**src/common/sha256_params.svh**
```systemverilog
`ifndef SHA256_PARAMS_SVH
`define SHA256_PARAMS_SVH

// compression rounds per block.
`define SHA_ROUNDS        64
`define SHA_WORD_W        32
`define SHA_BLOCK_WORDS   16
`define SHA_DIGEST_WORDS  8

// word addresses, taken from adr[6:2].
`define SHA_ADDR_CTRL     5'd0   // wr: bit0 init, bit1 next. rd: bit0 ready.
`define SHA_ADDR_BLOCK0   5'd1   // block words 1..16.
`define SHA_ADDR_VALID    5'd17  // rd: bit0 digest valid.
`define SHA_ADDR_DIGEST0  5'd18  // digest words 18..25, low word first.

`endif

```
**src/common/wb_pkg.sv**
```systemverilog
package wb_pkg;

   // wishbone classic request, as seen by the slave.
   typedef struct packed {
      logic        cyc;
      logic        stb;
      logic        we;
      logic [31:0] adr;
      logic [31:0] dat;
      logic [3:0]  sel;
   } wb_req_t;

   // registered slave response.
   typedef struct packed {
      logic        ack;
      logic [31:0] dat;
   } wb_rsp_t;

endpackage

```
**src/common/sha256_pkg.sv**
```systemverilog
`include "sha256_params.svh"

package sha256_pkg;

   typedef logic [`SHA_WORD_W-1:0]                    sha_word_t;
   typedef logic [`SHA_BLOCK_WORDS*`SHA_WORD_W-1:0]   sha_block_t;   // word 0 in low bits.
   typedef logic [`SHA_DIGEST_WORDS*`SHA_WORD_W-1:0]  sha_digest_t;  // h7 in low word.

   typedef enum logic [1:0] {
      OP_NONE = 2'd0,
      OP_INIT = 2'd1,
      OP_NEXT = 2'd2
   } sha_op_e;

   typedef struct packed {
      sha_op_e    op;
      sha_block_t block;
   } sha_cmd_t;

   typedef enum logic [1:0] {
      ST_IDLE  = 2'd0,
      ST_ROUND = 2'd1,
      ST_DONE  = 2'd2
   } sha_state_e;

   // standard initial hash value, h0 in the top word.
   localparam sha_digest_t SHA_H0 = {
      32'h6a09e667, 32'hbb67ae85, 32'h3c6ef372, 32'ha54ff53a,
      32'h510e527f, 32'h9b05688c, 32'h1f83d9ab, 32'h5be0cd19
   };

   localparam sha_word_t SHA_K [64] = '{
      32'h428a2f98, 32'h71374491, 32'hb5c0fbcf, 32'he9b5dba5,
      32'h3956c25b, 32'h59f111f1, 32'h923f82a4, 32'hab1c5ed5,
      32'hd807aa98, 32'h12835b01, 32'h243185be, 32'h550c7dc3,
      32'h72be5d74, 32'h80deb1fe, 32'h9bdc06a7, 32'hc19bf174,
      32'he49b69c1, 32'hefbe4786, 32'h0fc19dc6, 32'h240ca1cc,
      32'h2de92c6f, 32'h4a7484aa, 32'h5cb0a9dc, 32'h76f988da,
      32'h983e5152, 32'ha831c66d, 32'hb00327c8, 32'hbf597fc7,
      32'hc6e00bf3, 32'hd5a79147, 32'h06ca6351, 32'h14292967,
      32'h27b70a85, 32'h2e1b2138, 32'h4d2c6dfc, 32'h53380d13,
      32'h650a7354, 32'h766a0abb, 32'h81c2c92e, 32'h92722c85,
      32'ha2bfe8a1, 32'ha81a664b, 32'hc24b8b70, 32'hc76c51a3,
      32'hd192e819, 32'hd6990624, 32'hf40e3585, 32'h106aa070,
      32'h19a4c116, 32'h1e376c08, 32'h2748774c, 32'h34b0bcb5,
      32'h391c0cb3, 32'h4ed8aa4a, 32'h5b9cca4f, 32'h682e6ff3,
      32'h748f82ee, 32'h78a5636f, 32'h84c87814, 32'h8cc70208,
      32'h90befffa, 32'ha4506ceb, 32'hbef9a3f7, 32'hc67178f2
   };

   function automatic sha_word_t sha_k(input logic [5:0] idx);
      return SHA_K[idx];
   endfunction

endpackage

```
**src/wb_regs/sha256_wb_regs.sv**
```systemverilog
`timescale 1ns/1ps
`include "sha256_params.svh"

module sha256_wb_regs (
   input  logic                  wb_clk_i,
   input  logic                  wb_rst_i,
   input  wb_pkg::wb_req_t       req_i,
   input  logic                  ready_i,
   input  logic                  digest_valid_i,
   input  sha256_pkg::sha_digest_t digest_i,
   output wb_pkg::wb_rsp_t       rsp_o,
   output sha256_pkg::sha_cmd_t  cmd_o
);
   import sha256_pkg::*;

   sha_word_t  blk_q [`SHA_BLOCK_WORDS];
   logic       ack_q;
   sha_word_t  rd_q;
   sha_op_e    pend_op_q;
   sha_op_e    cmd_op_q;

   logic [4:0] word_adr;
   logic [3:0] blk_idx;
   logic [2:0] dig_idx;
   logic       take;
   logic       is_blk;
   logic       is_dig;
   sha_op_e    wr_op;
   sha_word_t  rd_data;

   assign word_adr = req_i.adr[6:2];
   assign blk_idx  = 4'(word_adr - `SHA_ADDR_BLOCK0);
   assign dig_idx  = 3'(word_adr - `SHA_ADDR_DIGEST0);
   assign is_blk   = (word_adr >= `SHA_ADDR_BLOCK0) && (word_adr < `SHA_ADDR_VALID);
   assign is_dig   = (word_adr >= `SHA_ADDR_DIGEST0) &&
                     (word_adr < `SHA_ADDR_DIGEST0 + 5'd8);

   // one ack per request, dropped even if stb lingers.
   assign take = req_i.cyc && req_i.stb && !ack_q;

   always_comb begin
      if (req_i.dat[0])
         wr_op = OP_INIT;  // init wins over next.
      else if (req_i.dat[1])
         wr_op = OP_NEXT;
      else
         wr_op = OP_NONE;
   end

   always_comb begin
      rd_data = '0;
      if (word_adr == `SHA_ADDR_CTRL)
         rd_data[0] = ready_i;
      else if (is_blk)
         rd_data = blk_q[blk_idx];
      else if (word_adr == `SHA_ADDR_VALID)
         rd_data[0] = digest_valid_i;
      else if (is_dig)
         rd_data = digest_i[`SHA_WORD_W*dig_idx +: `SHA_WORD_W];
   end

   always_ff @(posedge wb_clk_i) begin
      if (wb_rst_i) begin
         ack_q     <= 1'b0;
         pend_op_q <= OP_NONE;
         cmd_op_q  <= OP_NONE;
         for (int i = 0; i < `SHA_BLOCK_WORDS; i++) begin
            blk_q[i] <= '0;
         end
      end else begin
         ack_q     <= take;
         cmd_op_q  <= pend_op_q;  // pulse lands the cycle after ack.
         pend_op_q <= OP_NONE;
         if (take && req_i.we) begin
            if (word_adr == `SHA_ADDR_CTRL && req_i.sel[0])
               pend_op_q <= wr_op;
            if (is_blk) begin
               for (int b = 0; b < 4; b++) begin
                  if (req_i.sel[b])
                     blk_q[blk_idx][8*b +: 8] <= req_i.dat[8*b +: 8];
               end
            end
         end
      end
   end

   // read data, valid while ack is high.
   always_ff @(posedge wb_clk_i) begin
      if (take && !req_i.we)
         rd_q <= rd_data;
   end

   assign rsp_o.ack = ack_q;
   assign rsp_o.dat = rd_q;

   always_comb begin
      cmd_o.op = cmd_op_q;
      for (int i = 0; i < `SHA_BLOCK_WORDS; i++) begin
         cmd_o.block[`SHA_WORD_W*i +: `SHA_WORD_W] = blk_q[i];
      end
   end

   a_ack_single: assert property (@(posedge wb_clk_i) disable iff (wb_rst_i)
      rsp_o.ack |=> !rsp_o.ack);

endmodule

```
**src/hash_core/sha256_w_sched.sv**
```systemverilog
`timescale 1ns/1ps
`include "sha256_params.svh"

module sha256_w_sched (
   input  logic                   wb_clk_i,
   input  logic                   wb_rst_i,
   input  logic                   load_i,
   input  sha256_pkg::sha_block_t block_i,
   input  logic                   shift_i,
   output sha256_pkg::sha_word_t  w_o
);
   import sha256_pkg::*;

   // win[0] is the oldest word, w[t-16].
   sha_word_t win_q [`SHA_BLOCK_WORDS];
   sha_word_t w_next;

   function automatic sha_word_t ssig0(input sha_word_t x);
      return {x[6:0], x[31:7]} ^ {x[17:0], x[31:18]} ^ (x >> 3);
   endfunction

   function automatic sha_word_t ssig1(input sha_word_t x);
      return {x[16:0], x[31:17]} ^ {x[18:0], x[31:19]} ^ (x >> 10);
   endfunction

   // w[t] = s1(w[t-2]) + w[t-7] + s0(w[t-15]) + w[t-16].
   assign w_next = ssig1(win_q[14]) + win_q[9] + ssig0(win_q[1]) + win_q[0];

   always_ff @(posedge wb_clk_i) begin
      if (load_i) begin
         for (int i = 0; i < `SHA_BLOCK_WORDS; i++) begin
            win_q[i] <= block_i[`SHA_WORD_W*i +: `SHA_WORD_W];
         end
      end else if (shift_i) begin
         for (int i = 0; i < `SHA_BLOCK_WORDS - 1; i++) begin
            win_q[i] <= win_q[i+1];
         end
         win_q[`SHA_BLOCK_WORDS-1] <= w_next;
      end
   end

   assign w_o = win_q[0];

   a_no_load_shift: assert property (@(posedge wb_clk_i) disable iff (wb_rst_i)
      !(load_i && shift_i));

endmodule

```
**src/hash_core/sha256_rounds.sv**
```systemverilog
`timescale 1ns/1ps
`include "sha256_params.svh"

module sha256_rounds (
   input  logic                    wb_clk_i,
   input  logic                    wb_rst_i,
   input  sha256_pkg::sha_cmd_t    cmd_i,
   input  sha256_pkg::sha_word_t   w_i,
   output logic                    load_o,
   output sha256_pkg::sha_block_t  block_o,
   output logic                    shift_o,
   output logic                    ready_o,
   output logic                    digest_valid_o,
   output sha256_pkg::sha_digest_t digest_o
);
   import sha256_pkg::*;

   sha_state_e  state_q;
   logic [6:0]  cnt_q;
   logic        load_q;
   sha_block_t  block_q;
   sha_digest_t chain_q;
   sha_word_t   a_q, b_q, c_q, d_q, e_q, f_q, g_q, h_q;

   logic        accept;
   logic        round_en;
   sha_digest_t seed;
   sha_word_t   t1, t2;

   function automatic sha_word_t bsig0(input sha_word_t x);
      return {x[1:0], x[31:2]} ^ {x[12:0], x[31:13]} ^ {x[21:0], x[31:22]};
   endfunction

   function automatic sha_word_t bsig1(input sha_word_t x);
      return {x[5:0], x[31:6]} ^ {x[10:0], x[31:11]} ^ {x[24:0], x[31:25]};
   endfunction

   function automatic sha_word_t ch(input sha_word_t x, input sha_word_t y,
                                    input sha_word_t z);
      return (x & y) ^ (~x & z);
   endfunction

   function automatic sha_word_t maj(input sha_word_t x, input sha_word_t y,
                                     input sha_word_t z);
      return (x & y) ^ (x & z) ^ (y & z);
   endfunction

   assign ready_o        = (state_q == ST_IDLE) || (state_q == ST_DONE);
   assign digest_valid_o = (state_q == ST_DONE);
   assign accept         = ready_o && (cmd_i.op != OP_NONE);
   assign seed           = (cmd_i.op == OP_INIT) ? SHA_H0 : chain_q;

   // load cycle first, then one round per cycle.
   assign round_en = (state_q == ST_ROUND) && !load_q && (cnt_q < `SHA_ROUNDS);

   assign t1 = h_q + bsig1(e_q) + ch(e_q, f_q, g_q) + sha_k(cnt_q[5:0]) + w_i;
   assign t2 = bsig0(a_q) + maj(a_q, b_q, c_q);

   always_ff @(posedge wb_clk_i) begin
      if (wb_rst_i) begin
         state_q <= ST_IDLE;
         cnt_q   <= '0;
         load_q  <= 1'b0;
         chain_q <= SHA_H0;
      end else begin
         load_q <= 1'b0;
         case (state_q)
            ST_IDLE, ST_DONE: begin
               if (accept) begin
                  state_q <= ST_ROUND;
                  cnt_q   <= '0;
                  load_q  <= 1'b1;
                  if (cmd_i.op == OP_INIT)
                     chain_q <= SHA_H0;
               end
            end
            ST_ROUND: begin
               if (round_en) begin
                  cnt_q <= cnt_q + 7'd1;
               end else if (!load_q) begin
                  // all rounds done, fold into chaining value.
                  chain_q <= {chain_q[255:224] + a_q, chain_q[223:192] + b_q,
                              chain_q[191:160] + c_q, chain_q[159:128] + d_q,
                              chain_q[127:96]  + e_q, chain_q[95:64]   + f_q,
                              chain_q[63:32]   + g_q, chain_q[31:0]    + h_q};
                  state_q <= ST_DONE;
               end
            end
            default: state_q <= ST_IDLE;
         endcase
      end
   end

   always_ff @(posedge wb_clk_i) begin
      if (accept) begin
         block_q <= cmd_i.block;
         {a_q, b_q, c_q, d_q, e_q, f_q, g_q, h_q} <= seed;
      end else if (round_en) begin
         h_q <= g_q;
         g_q <= f_q;
         f_q <= e_q;
         e_q <= d_q + t1;
         d_q <= c_q;
         c_q <= b_q;
         b_q <= a_q;
         a_q <= t1 + t2;
      end
   end

   assign load_o   = load_q;
   assign block_o  = block_q;
   assign shift_o  = round_en;  // next w ready for the next round.
   assign digest_o = chain_q;

   a_valid_ready: assert property (@(posedge wb_clk_i) disable iff (wb_rst_i)
      digest_valid_o |-> ready_o);

   a_cnt_range: assert property (@(posedge wb_clk_i) disable iff (wb_rst_i)
      (state_q == ST_ROUND) |-> (cnt_q <= `SHA_ROUNDS));

endmodule

```
**src/hdl/sha256_top.sv**
```systemverilog
`timescale 1ns/1ps

module sha256_top (
   input  logic        wb_clk_i,
   input  logic        wb_rst_i,
   input  logic        wb_cyc_i,
   input  logic        wb_stb_i,
   input  logic        wb_we_i,
   input  logic [31:0] wb_adr_i,
   input  logic [31:0] wb_dat_i,
   input  logic [3:0]  wb_sel_i,
   output logic        wb_ack_o,
   output logic [31:0] wb_dat_o
);
   import wb_pkg::*;
   import sha256_pkg::*;

   wb_req_t     req;
   wb_rsp_t     rsp;
   sha_cmd_t    cmd;
   sha_block_t  sched_block;
   sha_word_t   w;
   sha_digest_t digest;
   logic        ready;
   logic        digest_valid;
   logic        load;
   logic        shift;

   assign req = '{cyc: wb_cyc_i, stb: wb_stb_i, we: wb_we_i,
                  adr: wb_adr_i, dat: wb_dat_i, sel: wb_sel_i};

   assign wb_ack_o = rsp.ack;
   assign wb_dat_o = rsp.dat;

   sha256_wb_regs u_regs (
      .wb_clk_i       (wb_clk_i),
      .wb_rst_i       (wb_rst_i),
      .req_i          (req),
      .ready_i        (ready),
      .digest_valid_i (digest_valid),
      .digest_i       (digest),
      .rsp_o          (rsp),
      .cmd_o          (cmd)
   );

   sha256_w_sched u_sched (
      .wb_clk_i (wb_clk_i),
      .wb_rst_i (wb_rst_i),
      .load_i   (load),
      .block_i  (sched_block),
      .shift_i  (shift),
      .w_o      (w)
   );

   sha256_rounds u_rounds (
      .wb_clk_i       (wb_clk_i),
      .wb_rst_i       (wb_rst_i),
      .cmd_i          (cmd),
      .w_i            (w),
      .load_o         (load),
      .block_o        (sched_block),
      .shift_o        (shift),
      .ready_o        (ready),
      .digest_valid_o (digest_valid),
      .digest_o       (digest)
   );

endmodule

```
**config.mk**
```make
export PLATFORM = sky130hd
export DESIGN_NAME = sha256_top
export DESIGN_NICKNAME = d
export VERILOG_FILES = /design/src/common/wb_pkg.sv /design/src/common/sha256_pkg.sv /design/src/wb_regs/sha256_wb_regs.sv /design/src/hash_core/sha256_w_sched.sv /design/src/hash_core/sha256_rounds.sv /design/src/hdl/sha256_top.sv
export VERILOG_INCLUDE_DIRS = /design/src /design/src/common
export SDC_FILE = /design/constraint.sdc
export NUM_CORES = 2
export LEC_CHECK = 0
export BUFFER_PORTS_ARGS = -buffer_cell sky130_fd_sc_hd__buf_2
export CORE_UTILIZATION = 35
export DETAILED_ROUTE_END_ITERATION = 8
export SLEW_MARGIN = 20
export SYNTH_ARGS = -nofsm -noshare
export SYNTH_HDL_FRONTEND = slang
export SYNTH_HIERARCHICAL = 1
export SYNTH_SLANG_ARGS = --single-unit
```
**constraint.sdc**
```tcl
create_clock -name wb_clk_i -period 47.5 [get_ports wb_clk_i]
set_clock_uncertainty 0.1 [all_clocks]
set_input_delay 9.5 -clock wb_clk_i [delete_from_list [all_inputs] [get_ports wb_clk_i]]
set_output_delay 9.5 -clock wb_clk_i [all_outputs]
set_load 0.01 [all_outputs]
```
Yosys cells after proc, flatten, opt, wreduce, memory -nomap -nowiden
Memories as Yosys holds them, arrays and structs flattened. A register that Yosys moved wholly into a read port is not among the register bits. Index checks and enable logic that the tools add are counted. W data, S select, Z words.

Memories: 3. Bits in read-only memories: 2048. Memory bits (writable): 1024. Output and inout port bits: 33. Latch bits: 0. Logic and storage cells: 205. Bits in registers: 559.

Memories: (name not given) (depth 64, bits a word 32, rd ports 1, clocked after memory_dff 0, write ports 0, line sha256_pkg.sv:52) `return SHA_K[idx];`; u_regs.blk_q (depth 16, bits a word 32, rd ports 17, clocked after memory_dff 16, write ports 16, line sha256_wb_regs.sv:16) `` sha_word_t blk_q [`SHA_BLOCK_WORDS]; ``; u_sched.win_q (depth 16, bits a word 32, rd ports 16, clocked after memory_dff 0, write ports 16, line sha256_w_sched.sv:15) `` sha_word_t win_q [`SHA_BLOCK_WORDS]; ``.

Reductions and logical operators: 27. Bitwise logic cells: 37. $add $sub $neg: 21. Muxes and demuxes: 84. Shifts and indexed selects: 1. Magnitude comparators: 6. Divide/modulo/power cells: 0. Equal/unequal tests: 8. Multipliers: 0.

Operators with widths (count): $mux W32 (37); $mux W256 (4); $add A32 B32 Y32 (18); $pmux W256 S2 (1); $xor A32 B32 Y32 (9); $shiftx A256 B9 Y32 (1); $and A32 B32 Y32 (5); $not A32 Y32 (1); $reduce_or A32 Y1 (1); $xor A32 B22 Y32 (1); $xor A32 B29 Y32 (1); $mux W1 (31); $mux W31 (1); $or A1 B1 Y1 (16); $mux W7 (2); $pmux W7 S2 (1); $logic_and A1 B1 Y1 (10); $lt A5 B5 Y1 const B (2); $mux W2 (4); $mux W4 (2); $add A7 B1 Y7 const B (1); $ge A7 B7 Y1 const B (1); $lt A7 B7 Y1 const B (1); $not A6 Y7 (1); 21 further kinds (32).

Longest topological paths before layout
Word-level depth: 9. Gate-level depth with buffers: 41.

Modules after synthesis
Netlist, hierarchy kept.

Modules (own cells, without submodules): sha256_rounds (cells an instance 5682, instances 1, seq. area each 28387.2 um2, area an instance 59478.3 um2); sha256_wb_regs (cells an instance 1726, instances 1, seq. area each 16435.8 um2, area an instance 27101.0 um2); sha256_w_sched (cells an instance 1723, instances 1, seq. area each 15374.7 um2, area an instance 26143.8 um2).

Worst setup path before layout
No wires, ideal clock.

Path kind: register to register. Start: register u_regs.cmd_op_q[1]. End: register u_rounds.a_q[0] (data pin). Slack: 30552 ps. Library setup time: 203 ps. Buffers on the path: 4. Cell stages (with the launch flop): 9. Arrival: 16645 ps. Cells stage by stage: dfxtp_1 > clkbuf_1 > o21ai_0 > inv_2 > clkbuf_8 > clkbuf_1 > clkbuf_1 > o21ai_0 > nand2_1.

Cells in the longest elaborated chain, start to end: 3. Elaborated cells on any way between the ends: 5.

RTL lines: from (decl) (line sha256_wb_regs.sv:20) `sha_op_e cmd_op_q;`; from (signal assigned) (line sha256_wb_regs.sv:72) `cmd_op_q <= pend_op_q;`; $reduce_bool A2 Y1 (line sha256_rounds.sv:50) `assign accept = ready_o && (cmd_i.op != OP_NONE);`; $logic_and A1 B1 Y1 (line sha256_rounds.sv:50); net u_rounds.accept (line sha256_rounds.sv:25) `logic accept;`; $mux W32 (line sha256_rounds.sv:95) `if (accept) begin`; to (signal assigned) (line sha256_rounds.sv:106) `a_q <= t1 + t2;`; to (decl) (line sha256_rounds.sv:23) `sha_word_t a_q, b_q, c_q, d_q, e_q, f_q, g_q, h_q;`.

The timed path passes the listed nets, and every way through them passes these cells. A chain may end at the register's enable or synchronous reset.

==> run_results.csv <==
group,metric,value,unit
status,status,"finished, final reports clean",
placement,placed_cells,13100,
synth,synth_compound_area_share,11.1,%
power_and_ir_drop,clkPwrFrac,45.4,%
synth,yosys_warnings,6,
synth,synth-adder-area-share,7.90,%
sta,worstMarginPinSlew,1380,ps
power_and_ir_drop,power.leakage,45.2,nW
power_and_ir_drop,internal_power,3.11,mW
sta,slew_viol_final,0,
power_and_ir_drop,pwr-share-comb,3.9,%
final_layout,drive_above_1_share,15.1,%
global_route,grt-ovfl-total,0,
drt,vias_per_cell,5.63,
final_layout,areaGrowthSynthToFinish,11.0,%
drt,antenna_left,0,
final_layout,ff_latch_area,60200,sq um
cts,postCtsSetupBuffers,0,
synth,synth_largest_area_cell,"edfxtp_1",
cts,clockRootBuffer,"clkbuf_16",
drt,wl_per_cell,26.2,um
sta,period_share,28.7,%
sta,rsz0062_at_grt,"no",
cts,cts_tree,"yes",
cts,cts_buffers,229,
cts,cts_buffer_depth,4,
synth,synthSimpleGateAreaFrac,9.90,%
sta,holdWs,308,ps
synth,yosysMostFrequentCell,"edfxtp_1",
cts,clk_pin_slew,60,ps
drt,via_count,76300,
worst_setup_path,path_cells,"buf_8, inv_2, buf_4, ha_1, xor2_4, buf_4, nand2_1, buf_4, nor3_2, or2_2",
synth,yosysSeqAreaShare,53.4,%
job,drv_cap,0,
final_layout,n_fill_cell,30300,
synth,synth_edf_count,1824,
placement,portBuffers,78,
worst_setup_path,worst_ep_arrival_time,14050,ps
placement,dp_hpwl,248000,um
synth,yosys.cell_types.count,119,
final_layout,final_cells,13500,
floorplanning,die_h,570,um
power_and_ir_drop,powerDensity,31.8,nW/um^2
worst_setup_path,worstPathMaxFanout,46,
worst_setup_path,critPathLaunchType,"input port",
global_route,grt_antenna_before_repair,25,
sta,finalSetupViolations,0,
synth,synth_nets,9796,
placement,post_dp_cell_area,118000,sq um
cts,clock_sinks,2095,
synth,ys_ff_latch,2095,
sta,period_minus_slack,13640,ps
floorplanning,initial_utilization,35.2,%
final_layout,multiInputGateArea,48800,sq um
global_route,grt_usage,21.3,%
synth,synth_top_family_by_area,"compound AO/OA/AOI/OAI gates",
synth,async_reset_ff_share,0,%
floorplanning,die_width,570,um
placement,gp_congestion,0.935,
global_route,grt_pass1_wl,508000,um
sta,hold_violations,0,
power_and_ir_drop,power_frac_seq,50.6,%
synth,synth_area_leaders,"edfxtp_1, mux2_2, dfxtp_1",
worst_setup_path,setup.worst_path.end_class,"flip-flop",
min_path,hold_class,"flip-flop to flip-flop",
power_and_ir_drop,switching_power,0.874,mW
synth,synth_mux_area_share,9.97,%
global_route,grt_max_degree,186,
global_route,first_global_vias,74100,
final_layout,stdcell_area,125000,sq um
drt,first_pass_iters,6,
worst_setup_path,slowest_stage,"nor3_2",
drt,drcViolationCount,0,
power_and_ir_drop,irDropWorstVdd,0.0000339,V
synth,synth_top_area_share,48.6,%
synth,avgSynthCellArea,12.3,sq um
sta,max_freq,73.3,MHz
sta,fin_setup_tns,0,ps
cts,cts_htree_levels,4,
synth,syn_area,113000,sq um
cts,ctsResizeCount,0,
worst_setup_path,cp.required,47910,ps
synth,synthXorXnorAreaFrac,4.30,%
worst_setup_path,cpMostUsedCell,"buf_4",
cts,clk_latency,930,ps
power_and_ir_drop,p_total,3.98,mW
power_and_ir_drop,switching_share,22.0,%
drt,drt-initial-drc-count,8685,
floorplanning,coreArea,321000,sq um
synth,synth_flop_cell,"edfxtp_1",
drt,drt_wl_total,354000,um
sta,maxSlewHeadroom,8.24,%
cts,postCtsHoldBufs,0,
worst_setup_path,critPathKind,"input port to flip-flop",
floorplanning,core.rowCount,208,
synth,synth_commonest_cells,"edfxtp_1, and2_1, nand2_1, mux2_2, o21ai_0",
floorplanning,die-area,324000,sq um
synth,synth_cells,9131,
floorplanning,pin_count,106,
worst_setup_path,max_stage_delay,740,ps
final_layout,final_nets,9711,
registers in the layout, indices dropped and copies added, names as in the netlist, 256 cells and up:
| signal | count |
|---|---|
| u_regs/blk_q | 512 |
| u_rounds/block_o | 512 |
| u_sched/win_q | 512 |
| u_rounds/digest_o | 256 |
logic make-up (layout without fill, tap and decap cells):
group                    after synthesis  in the layout
flip-flops                          2095           2095
AO/OA/AOI/OAI                       1916           1916
adder cells (fa/ha/maj)              595            595
multiplexers                         816            816
other                                  0             13
AND/OR/NAND/NOR                     2175           2175
XOR/XNOR                             553            553
buffers and inverters                981           1081
power by group through the flow:
stage               registers [mW]  clock network, mW  logic [mW]
finish                        2.02               1.81       0.156
floorplan                     2.05                  0      0.0879
CTS                           2.02               1.84       0.156
global placement              2.05                  0       0.153
detailed placement            2.06                  0       0.155
global route                  2.02               1.91       0.162
through the flow:
stage	setup WS, ps	utilization [%]
after floorplan	30550	-
after global placement	33060	36.7
after detailed placement	32940	36.7
after CTS	33860	39.0
after global routing	33770	39.0
final	33860	39.0
layer usage:
metal / routed length (um) / global-route usage, % / vias up / part of all wire, %
met5: 49 / 0 / - / 0.014
met4: 14600 / 7.96 / 8 / 4.1
met3: 28900 / 2.75 / 645 / 8.2
met1: 149000 / 29.6 / 38500 / 42
met2: 161000 / 33.7 / 3611 / 46
li1: - / - / 33500 / -
critical path: cells and delay by family:
kind                       cells  cell delay, ps
xor gates and xnor gates       1             150
and+or+nand+nor                3            1910
buffers and inverters          5            2010
adders and majority gates      1             430
cells in the final DEF (no fill, tap or decap), types with 127 or more instances in the layout:
| master | netlist | layout |
|---|---|---|
| edfxtp_1 | 1824 | 1824 |
| and2_1 | 535 | 535 |
| ha_1 | 397 | 395 |
| xor2_1 | 187 | 186 |
| nor2_1 | 416 | 413 |
| a21oi_1 | 448 | 447 |
| o21ai_0 | 477 | 476 |
| clkbuf_16 | 0 | 233 |
| fa_1 | 195 | 195 |
| inv_1 | 461 | 460 |
| dfxtp_1 | 271 | 265 |
| mux4_2 | 196 | 196 |
| nand2_1 | 519 | 519 |
| mux2_2 | 493 | 493 |
| xnor2_1 | 366 | 366 |
| nand2b_1 | 155 | 153 |
| mux2i_1 | 127 | 127 |
| a21o_1 | 174 | 174 |
final cells by class:
type	instances	area share, %
diodes	13	0.0260
flip-flops and latches	2095	48.1
multi-input cells	6055	39.0
well taps	4305	4.31
clock buffers	285	4.94
clock inverters	131	1.07
inverters	466	1.41
repair buffers	199	1.15
worst paths after layout:
check                                                         end  cells after the start                      startpoint  slack [ps]
worst max-delay path            u_regs/blk_q[6][11]$_SDFFCE_PN0P_                     10                     wb_adr_i[2]       33860
worst min register to register      u_regs/cmd_op_q[1]$_SDFF_PP0_                      1  u_regs/pend_op_q[1]$_SDFF_PP0_         310
worst min-delay path                u_regs/cmd_op_q[1]$_SDFF_PP0_                      1  u_regs/pend_op_q[1]$_SDFF_PP0_         310
worst max register to register         u_rounds/a_q[31]$_DFFE_PP_                     37  u_rounds/cnt_q[3]$_SDFFE_PP0P_       36200
(Power assumes the default switching activity.)
